## config.mk

```make
export PLATFORM = sky130hd
export DESIGN_NAME = threshold_trigger_top
export DESIGN_NICKNAME = d
export VERILOG_FILES = /design/src/source/threshold_cfg_pkg.sv /design/src/source/trigger_pkg.sv /design/src/source/dual_threshold.sv /design/src/source/threshold_loader.sv /design/src/source/threshold_trigger_top.sv
export SDC_FILE = /design/constraint.sdc
export NUM_CORES = 2
export LEC_CHECK = 0
export BUFFER_PORTS_ARGS = -buffer_cell sky130_fd_sc_hd__buf_2
export CAP_MARGIN = 40
export CORE_MARGIN = 5
export CORE_UTILIZATION = 40
export DETAILED_ROUTE_END_ITERATION = 10
export GPL_TIMING_DRIVEN = 0
export PLACE_DENSITY = 0.54
export SLEW_MARGIN = 10
export SYNTH_ARGS = -nofsm -noshare
export SYNTH_HDL_FRONTEND = slang
export SYNTH_SLANG_ARGS = --single-unit
```

## constraint.sdc

```tcl
create_clock -name clk_i -period 3.1 [get_ports clk_i]
set_input_delay 0.465 -clock clk_i [delete_from_list [all_inputs] [get_ports clk_i]]
set_output_delay 0.465 -clock clk_i [all_outputs]
set_load 0.03 [all_outputs]
```

## src/source/threshold_cfg_pkg.sv

```systemverilog
package threshold_cfg_pkg;

    // Width of one threshold value
    localparam int THR_W = 18;

    // Unsigned threshold, compared against an envelope of the same width
    typedef logic [THR_W-1:0] thr_w_t;

    // One word of the threshold cascade, one value per channel of a pair
    // A main slot holds main thresholds and a sub slot holds sub margins
    typedef struct packed {
        thr_w_t ch1;
        thr_w_t ch0;
    } thr_word_t;

    // Loader command opcodes
    // CFG_WRITE shifts one word into the chain
    // CFG_APPLY moves every staged word into the active registers
    typedef enum logic {
        CFG_WRITE = 1'b0,
        CFG_APPLY = 1'b1
    } cfg_op_e;

    // Command presented together with a single-cycle valid strobe
    // The word field is ignored for CFG_APPLY
    typedef struct packed {
        cfg_op_e   op;
        thr_word_t word;
    } cfg_cmd_t;

endpackage

```

## src/source/trigger_pkg.sv

```systemverilog
package trigger_pkg;

    // Width of one envelope sample
    localparam int ENV_W = 18;

    // Width of the difference arithmetic
    // The sign bit of the difference marks a trigger
    localparam int CMP_W = 24;

    // Unsigned envelope sample, one per channel per clock
    typedef logic [ENV_W-1:0] env_w_t;

    // Envelopes of the two channels handled by one dual threshold block
    typedef struct packed {
        env_w_t ch1;
        env_w_t ch0;
    } env_pair_t;

    // Trigger outputs of one pair
    // Bit 0 is the channel 0 main trigger, bit 3 the channel 1 sub trigger
    typedef struct packed {
        logic sub_ch1;
        logic main_ch1;
        logic sub_ch0;
        logic main_ch0;
    } trig_pair_t;

endpackage

```

## src/source/dual_threshold.sv

```systemverilog
module dual_threshold (
    input  logic                         clk_i,
    input  logic                         reset_i,
    input  logic                         shift_i,
    input  logic                         apply_i,
    input  threshold_cfg_pkg::thr_word_t casc_i,
    output threshold_cfg_pkg::thr_word_t casc_o,
    input  trigger_pkg::env_pair_t       env_i,
    output trigger_pkg::trig_pair_t      trig_o
);
    import threshold_cfg_pkg::*;
    import trigger_pkg::*;

    thr_word_t        main_stg_q;
    thr_word_t        sub_stg_q;
    thr_word_t        main_act_q;
    thr_word_t        sub_act_q;
    logic             apply_d_q;
    env_pair_t        env_q;
    logic [CMP_W-1:0] main_diff0_q;
    logic [CMP_W-1:0] main_diff1_q;
    logic [CMP_W-1:0] sub_diff0;
    logic [CMP_W-1:0] sub_diff1;

    // Threshold minus envelope minus one, zero-extended
    // Negative exactly when the envelope reaches the threshold
    function automatic logic [CMP_W-1:0] main_diff(input thr_w_t thr, input env_w_t env);
        return CMP_W'(thr) - CMP_W'(env) - CMP_W'(1);
    endfunction

    // Staged registers form two links of the cascade
    // The main slot takes the incoming word and hands its old value to the sub slot
    always_ff @(posedge clk_i) begin
        if (reset_i) begin
            main_stg_q <= '1;
            sub_stg_q  <= '0;
        end else if (shift_i) begin
            main_stg_q <= casc_i;
            sub_stg_q  <= main_stg_q;
        end
    end

    assign casc_o = sub_stg_q;

    // Main thresholds go live on the apply cycle, sub margins one cycle later
    // The sub margin is first used one stage after the main threshold,
    // so both halves of a new setting reach the same sample
    always_ff @(posedge clk_i) begin
        if (reset_i) begin
            apply_d_q  <= 1'b0;
            main_act_q <= '1;
            sub_act_q  <= '0;
        end else begin
            apply_d_q <= apply_i;
            if (apply_i) begin
                main_act_q <= main_stg_q;
            end
            if (apply_d_q) begin
                sub_act_q <= sub_stg_q;
            end
        end
    end

    // Envelope register, then the main difference per channel
    always_ff @(posedge clk_i) begin
        env_q        <= env_i;
        main_diff0_q <= main_diff(main_act_q.ch0, env_q.ch0);
        main_diff1_q <= main_diff(main_act_q.ch1, env_q.ch1);
    end

    // The sub difference continues from the main one by taking off the margin
    // It goes negative when envelope plus margin reaches the main threshold
    assign sub_diff0 = main_diff0_q - CMP_W'(sub_act_q.ch0);
    assign sub_diff1 = main_diff1_q - CMP_W'(sub_act_q.ch1);

    always_ff @(posedge clk_i) begin
        if (reset_i) begin
            trig_o <= '0;
        end else begin
            trig_o.main_ch0 <= main_diff0_q[CMP_W-1];
            trig_o.sub_ch0  <= sub_diff0[CMP_W-1];
            trig_o.main_ch1 <= main_diff1_q[CMP_W-1];
            trig_o.sub_ch1  <= sub_diff1[CMP_W-1];
        end
    end

    // Envelope and threshold paths must both be settled once out of reset
    a_trig_known : assert property (
        @(posedge clk_i) disable iff (reset_i)
        !$isunknown(trig_o)
    ) else $error("dual_threshold: trig_o unknown after reset");

endmodule

```

## src/source/threshold_loader.sv

```systemverilog
module threshold_loader #(
    parameter int NUM_PAIRS = 4
) (
    input  logic                         clk_i,
    input  logic                         reset_i,
    input  logic                         cmd_valid_i,
    input  threshold_cfg_pkg::cfg_cmd_t  cmd_i,
    output logic                         shift_o,
    output logic                         apply_o,
    output threshold_cfg_pkg::thr_word_t word_o,
    output logic                         loaded_o
);
    import threshold_cfg_pkg::*;

    // Two slots per pair, a main slot and a sub slot
    localparam int SLOTS = 2 * NUM_PAIRS;
    localparam int CNT_W = $clog2(SLOTS + 1);

    logic             wr_hit;
    logic             ap_hit;
    logic [CNT_W-1:0] fill_q;

    // Decode of the command accepted in this cycle
    assign wr_hit = cmd_valid_i && (cmd_i.op == CFG_WRITE);
    assign ap_hit = cmd_valid_i && (cmd_i.op == CFG_APPLY);

    // Strobes leave one cycle after the command is accepted
    always_ff @(posedge clk_i) begin
        if (reset_i) begin
            shift_o <= 1'b0;
            apply_o <= 1'b0;
        end else begin
            shift_o <= wr_hit;
            apply_o <= ap_hit;
        end
    end

    // The word only matters in the cycle that shift_o is high
    always_ff @(posedge clk_i) begin
        if (wr_hit) begin
            word_o <= cmd_i.word;
        end
    end

    // Counts writes since reset or the last apply
    // Extra writes past a full chain push old words out the far end,
    // so the count simply holds at full
    always_ff @(posedge clk_i) begin
        if (reset_i) begin
            fill_q <= '0;
        end else if (ap_hit) begin
            fill_q <= '0;
        end else if (wr_hit && (fill_q != CNT_W'(SLOTS))) begin
            fill_q <= fill_q + CNT_W'(1);
        end
    end

    assign loaded_o = (fill_q == CNT_W'(SLOTS));

    // A command is either a write or an apply, never both
    a_strobe_excl : assert property (
        @(posedge clk_i) disable iff (reset_i)
        !(shift_o && apply_o)
    ) else $error("threshold_loader: shift_o and apply_o high together");

endmodule

```

## src/source/threshold_trigger_top.sv

```systemverilog
module threshold_trigger_top #(
    parameter int NUM_PAIRS = 4
) (
    input  logic                        clk_i,
    input  logic                        reset_i,
    input  logic                        cmd_valid_i,
    input  threshold_cfg_pkg::cfg_cmd_t cmd_i,
    input  trigger_pkg::env_pair_t      env_i [NUM_PAIRS],
    output trigger_pkg::trig_pair_t     trig_o [NUM_PAIRS],
    output logic                        loaded_o
);
    import threshold_cfg_pkg::*;

    logic      shift;
    logic      apply;

    // Cascade input of each block, element 0 comes from the loader
    thr_word_t casc [NUM_PAIRS];

    threshold_loader #(
        .NUM_PAIRS (NUM_PAIRS)
    ) u_loader (
        .clk_i       (clk_i),
        .reset_i     (reset_i),
        .cmd_valid_i (cmd_valid_i),
        .cmd_i       (cmd_i),
        .shift_o     (shift),
        .apply_o     (apply),
        .word_o      (casc[0]),
        .loaded_o    (loaded_o)
    );

    // Words enter at block 0 and move toward the last block
    for (genvar i = 0; i < NUM_PAIRS; i++) begin : g_pair
        if (i == NUM_PAIRS - 1) begin : g_last
            // End of the chain, words shifted out here are dropped
            dual_threshold u_dual (
                .clk_i   (clk_i),
                .reset_i (reset_i),
                .shift_i (shift),
                .apply_i (apply),
                .casc_i  (casc[i]),
                .casc_o  (),
                .env_i   (env_i[i]),
                .trig_o  (trig_o[i])
            );
        end else begin : g_link
            dual_threshold u_dual (
                .clk_i   (clk_i),
                .reset_i (reset_i),
                .shift_i (shift),
                .apply_i (apply),
                .casc_i  (casc[i]),
                .casc_o  (casc[i+1]),
                .env_i   (env_i[i]),
                .trig_o  (trig_o[i])
            );
        end
    end

endmodule

```

# --- Word-level counts from Yosys, hierarchy flattened ---
# Index checks and enable logic that the tools add are counted.
classes:
  n_addsub: 25
  n_mul: 0
  n_div: 0
  magnitude_cmp: 0
  eq_ne: 2
  shifts: 0
  muxes: 0
  n_bitwise: 1
  reduce_logical: 4
op_table:
  columns: ["cell", "count"]
  rows:
  - ["$sub 24x1->24 const B", 8]
  - ["$sub 24x18->24", 8]
  - ["$sub 18x18->19", 8]
  - ["$add 4x1->4 const B", 1]
  - ["$eq 4x4->1 const B", 1]
  - ["$ne 4x4->1 const B", 1]
  - ["$logic_and 1x1->1", 3]
  - ["$reduce_or 2->1", 1]
  - ["$not 1->1", 1]
word_totals:
  register_bits: 971
  latchBits: 0
  ramBits: 0
  mem_bits_ro: 0
  output_inout_bits: 17
  word_cells: 102
  n_memories: 0

# --- Depth between registers and ports, before layout ---
logic_depth:
  depth_word: 3
  mapped_depth: 14

# --- Hierarchy ---
# Synthesis repeated with hierarchy kept, for this count alone.
unflattened:
  hier_cells: 4378
  area_unflattened_um2: 42662.2
modules_own_cells:
  columns: ["mod", "instances", "cells_per_inst", "area_per_inst_um2", "seq_area_each_um2"]
  rows:
  - ["dual_threshold at g_pair[1].g_link.u_dual ...", 2, 1081, 10372.4, 4504.3]
  - ["dual_threshold at g_pair[0].g_link.u_dual", 1, 1077, 10324.9, 4504.3]
  - ["dual_threshold at g_pair[3].g_last.u_dual", 1, 1069, 10222.3, 4504.3]
  - ["threshold_loader", 1, 70, 1370.1, 1201.2]

# --- Worst setup path before layout ---
# No wires, ideal clock.
synth_path:
  path_type: "register -> register"
  startpoint: "reg g_pair[0].g_link.u_dual.main_act_q[18] (netlist bit)"
  endpoint: "reg g_pair[0].g_link.u_dual.main_diff1_q[18]"
  setup_time_ns: 0.122
  arrival_time_ns: 3.148
  t_required_ns: 2.978
  path_slack_ns: -0.171
  path_stages_with_launch: 14
  path_cell_list: "dfxtp_1 -> inv_1 -> ha_1 -> inv_1 -> fa_1 -> a21oi_1 -> inv_1 -> a21oi_1 -> xnor2_1 -> or3_1 -> nor4b_1 -> nand4_1 -> or4b_1 -> xor2_1"
synth_between:
  elab_chain_cells: 2
synth_rtl:
  columns: ["item", "line_no", "rtl"]
  rows:
  - ["start, declared", "dual_threshold.sv:16", "thr_word_t main_act_q;"]
  - ["start signal, assigned", "dual_threshold.sv:56", "main_act_q <= main_stg_q;"]
  - ["$sub 18x18->19", "dual_threshold.sv:28", "return CMP_W'(thr) - CMP_W'(env) - CMP_W'(1);"]
  - ["$sub 24x1->24", "dual_threshold.sv:28", null]
  - ["end signal, assigned", "dual_threshold.sv:68", "main_diff1_q <= main_diff(main_act_q.ch1, env_q.ch1);"]
  - ["end, declared", "dual_threshold.sv:21", "logic [CMP_W-1:0] main_diff1_q;"]
# Every way passes these cells.
# A chain may end at the register's enable or synchronous reset.

# --- Worst setup path after layout ---
layout_path:
  startpoint: "reg g_pair[3].g_last.u_dual.main_act_q[18] (netlist bit)"
  endpoint: "reg g_pair[3].g_last.u_dual.main_diff1_q[18]"
layout_between:
  elab_chain_cells: 2
layout_rtl:
  columns: ["item", "line_no"]
  rows:
  - ["start, declared", "dual_threshold.sv:16"]
  - ["start signal, assigned", "dual_threshold.sv:56"]
  - ["$sub 18x18->19", "dual_threshold.sv:28"]
  - ["$sub 24x1->24", "dual_threshold.sv:28"]
  - ["end signal, assigned", "dual_threshold.sv:68"]
  - ["end, declared", "dual_threshold.sv:21"]
# Every way passes these cells.

==> results.json <==
{
  "min_period_ns": 3.351,
  "drcViolationCount": 0,
  "port_buffers": 199,
  "maxClockFrequency_ghz": 0.2984,
  "avgSynthCellArea_um2": 9.807,
  "clkSlewWorstSetupHoldPaths_ns": 0.06,
  "hold_path_class": "in -> reg",
  "finalNetCount": 5410,
  "run_status": "finished, violations left",
  "power.density_nw_per_um2": 574.8,
  "most_common_cell_in_the_synthesized_netlist": "sky130_fd_sc_hd__dfxtp_1",
  "measured_slew_at_the_worst_slew_check_pin_ns": 0.9202,
  "drtPass1Iterations": 5,
  "final.period_utilization_pct": 108.1,
  "cts_sinks": 971,
  "cts_root_buffer_type": "sky130_fd_sc_hd__clkbuf_16",
  "number_of_flops_mapped_to_enable_cells_by_yosys": 36,
  "count_of_yosys_warnings_during_synthesis": 0,
  "chipHeight_um": 335.4,
  "p_leak_uw": 0.02099,
  "synthCells": 4318,
  "critPathArrivalTime_ns": 3.90,
  "synth_common_cells": "sky130_fd_sc_hd__dfxtp_1, sky130_fd_sc_hd__mux2i_1, sky130_fd_sc_hd__nor2_1",
  "wl_um": 109000,
  "critPathLaunchType": "register",
  "grt_setup_unrepaired": "yes",
  "worst_ir_drop_vdd_uv": 543.9,
  "synth_largest_area_cell": "sky130_fd_sc_hd__dfxtp_1",
  "synth_top_flop_cell": "sky130_fd_sc_hd__dfxtp_1",
  "count_of_boundary_i_o_pins": 201,
  "cell_row_count": 119,
  "route.vias.total": 30990,
  "worst_hold_path.endpoint": "g_pair[3].g_last.u_dual.trig_o[2]$_SDFF_PP0_",
  "hold_slack_ns": 0.08036,
  "share_of_synthesized_area_occupied_by_flip_flops_and_latches_pct": 46.75,
  "die-area_um2": 112500,
  "synth.top_cells.by_area": "sky130_fd_sc_hd__dfxtp_1, sky130_fd_sc_hd__mux2i_1, sky130_fd_sc_hd__ha_1",
  "criticalPathCategory": "reg -> reg",
  "antenna_found_initial": 3,
  "r2r-start": "g_pair[3].g_last.u_dual.main_act_q[18]$_SDFFE_PP1P_",
  "timing.clock.skew_ns": 0.03191,
  "worst_r2r_path_depth": 13,
  "hold_violations": 0,
  "worstHoldStart": "reset_i",
  "violations": "negative setup slack",
  "cts_tree": "yes",
  "final_cell_count_no_fill": 6407,
  "area_growth_syn_to_layout_pct": 25.26,
  "synthDistinctLibCells": 81,
  "p_total_uw": 30490,
  "synth_largest_type_area_fraction_pct": 44.20,
  "final_max_slew_viol_count": 0,
  "cts.path.max_buffers": 3,
  "grt_usage_pct": 18.92,
  "cts_htree_levels": 3,
  "starting_density_pct": 40.23,
  "globalRouteOverflowTotal": 0,
  "grt_first_pass_wirelength_um": 169800,
  "final_antenna_net_count": 0,
  "critical_path_peak_fanout": 3,
  "detail_route.wl_per_cell_um": 17.00,
  "async_reset_ff_share_pct": 0,
  "ys_seq_elements": 971,
  "die_x_um": 335.4,
  "syn-cell-area_um2": 42350,
  "cts_made_buffers": 105,
  "finalSetupViolCount": 22,
  "timing.reg2reg.setup_slack_ns": -0.25,
  "required_ns": 3.65,
  "cp-end-kind": "register",
  "reg2reg_to": "g_pair[3].g_last.u_dual.main_diff1_q[18]$_DFF_P_",
  "drt-initial-drc-count": 1280,
  "antennaDiodeCount": 0,
  "clkLatencyLatePin_ns": 0.69,
  "pin_count_of_the_biggest_net_entering_global_routing": 21,
  "maxCapViolCount": 0,
  "mapped_nets": 4800,
  "n_fill_cell": 9645,
  "post_route_cells_drive_above_1_share_pct": 15.47,
  "dpl.cell_count": 5939,
  "worst_case_headroom_to_the_max_slew_limit_pct": 38.65,
  "grt_pass1_vias": 31130,
  "floorplan.core_area_um2": 105300,
  "hold_depth": 2,
  "globalplace.congestion": 0.8553,
  "routed_via_density": 4.837,
  "dp.final_hpwl_um": 82310,
  "final_critical_path_setup_slack_ns": -0.2510
}
-- worst max-delay path by stage --
stage / from / cells after the start / endpoint / slack (ns)
global route: g_pair[3].g_last.u_dual.main_act_q[18]$_SDFFE_PP1P_ / 13 / g_pair[3].g_last.u_dual.main_diff1_q[18]$_DFF_P_ / -0.38
floorplan: g_pair[2].g_link.u_dual.main_act_q[0]$_SDFFE_PP1P_ / 13 / g_pair[2].g_link.u_dual.main_diff0_q[18]$_DFF_P_ / -0.13
finish: g_pair[3].g_last.u_dual.main_act_q[18]$_SDFFE_PP1P_ / 13 / g_pair[3].g_last.u_dual.main_diff1_q[18]$_DFF_P_ / -0.25
CTS: g_pair[3].g_last.u_dual.main_act_q[18]$_SDFFE_PP1P_ / 13 / g_pair[3].g_last.u_dual.main_diff1_q[18]$_DFF_P_ / -0.24
global placement: cmd_valid_i / 6 / u_loader.fill_q[2]$_SDFFE_PP0P_ / -2.10
detailed placement: g_pair[0].g_link.u_dual.main_act_q[18]$_SDFFE_PP1P_ / 13 / g_pair[0].g_link.u_dual.main_diff1_q[18]$_DFF_P_ / -0.80
-- metrics by stage --
step                setup TNS [ns]  instance area (µm²)  util (%)  setup WS (ns)
finish                      -2.533                53040     50.39        -0.2510
global route                -6.735                53040     50.39        -0.3804
CTS                         -2.111                52110     49.50        -0.2378
detailed placement          -37.75                45590     43.31        -0.7966
global placement           -115.15                45160     42.90         -2.104
floorplan                  -0.6123                42420         -        -0.1265
-- critical path, cell delays in order, from the launching register on --
cell and delay (ns):
sky130_fd_sc_hd__dfxtp_2 0.32, sky130_fd_sc_hd__inv_4 0.08, sky130_fd_sc_hd__ha_4 0.15, sky130_fd_sc_hd__inv_2 0.04
sky130_fd_sc_hd__fa_2 0.33, sky130_fd_sc_hd__a21o_1 0.21, sky130_fd_sc_hd__a311oi_2 0.37, sky130_fd_sc_hd__o21ai_2 0.12
sky130_fd_sc_hd__a221o_1 0.36, sky130_fd_sc_hd__a21oi_2 0.18, sky130_fd_sc_hd__xor2_2 0.28, sky130_fd_sc_hd__o2111ai_4 0.16
sky130_fd_sc_hd__or4_4 0.47, sky130_fd_sc_hd__xor2_1 0.15
-- routing by layer --
| metal | wire [µm] | vias up | track usage [%] |
|---|---|---|---|
| met1 | 50020 | 14400 | 24.46 |
| met3 | 3757 | 165 | 2.788 |
| met2 | 52120 | 429 | 33.05 |
| li1 | - | 16000 | - |
| met4 | 3056 | 0 | 5.188 |
| met5 | 0 | - | 0 |
-- what timing repair did --
| action | CTS | global route |
|---|---|---|
| buffers inserted | 60 | 42 |
| pin swaps | 76 | 86 |
| endpoints found under the setup margin | 101 | 86 |
| hold buffers | 180 | 0 |
| hold endpoints to repair | 180 | 0 |
| resized for setup | 175 | 149 |
-- cell families after synthesis --
logic type / Yosys count / share of synthesized area [%]
buffers and inverters: 489 / 4.355
DFF: 971 / 46.75
adders and majority gates: 298 / 8.947
AOI/OAI and AO/OA: 587 / 9.236
and+or+nand+nor: 1165 / 12.29
xor gates and xnor gates: 234 / 4.840
muxes: 574 / 13.58
-- cells in the final DEF (no fill, tap or decap), types with 86 or more instances in the layout --
cell	instances
sky130_fd_sc_hd__xnor2_1	122
sky130_fd_sc_hd__dfxtp_1	917
sky130_fd_sc_hd__a21oi_1	108
sky130_fd_sc_hd__mux2i_1	571
sky130_fd_sc_hd__buf_4	89
sky130_fd_sc_hd__a21o_1	116
sky130_fd_sc_hd__clkbuf_1	120
sky130_fd_sc_hd__xor2_1	86
sky130_fd_sc_hd__ha_1	276
sky130_fd_sc_hd__nor2_1	414
sky130_fd_sc_hd__nand2_1	406
sky130_fd_sc_hd__inv_1	316
sky130_fd_sc_hd__clkbuf_16	105
sky130_fd_sc_hd__dlygate4sd3_1	180
sky130_fd_sc_hd__buf_2	201
-- report_power, final --
group | internal (µW) | switching (µW) | total (µW) | leakage (µW)
logic | 1830 | 2100 | 3930 | 0.0112
registers | 13300 | 404 | 13700 | 0.00805
clock network | 7680 | 5180 | 12900 | 0.00176
total | 22800 | 7690 | 30500 | 0.0210
-- layout make-up --
class / instances / area (µm²) / area share, %
tap: 1391 / 1740 / 3.281
clock inverter: 46 / 596.8 / 1.125
buffer: 147 / 564.3 / 1.064
timing repair buffer: 510 / 4019 / 7.577
clock buffer: 149 / 2973 / 5.605
inverter: 335 / 1272 / 2.399
multi-input combinational: 2858 / 22040 / 41.56
sequential: 971 / 19830 / 37.39
-- flip-flops by register name (all words and copies together) (netlist names), 12 cells and up --
signal	cells
g_pair.g_last.u_dual.main_diff0_q	24
g_pair.g_last.u_dual.main_act_q	36
g_pair.g_link.u_dual.env_q	108
g_pair.g_link.u_dual.main_act_q	108
g_pair.g_link.u_dual.main_diff1_q	72
g_pair.g_link.u_dual.trig_o	12
g_pair.g_link.u_dual.sub_act_q	108
g_pair.g_link.u_dual.main_stg_q	108
g_pair.g_link.u_dual.main_diff0_q	72
g_pair.g_link.u_dual.casc_o	108
g_pair.g_last.u_dual.main_stg_q	36
g_pair.g_last.u_dual.sub_act_q	36
g_pair.g_last.u_dual.casc_o	36
u_loader.word_o	36
g_pair.g_last.u_dual.env_q	36
g_pair.g_last.u_dual.main_diff1_q	24
No activity file was read; power rests on OpenSTA's default activity.
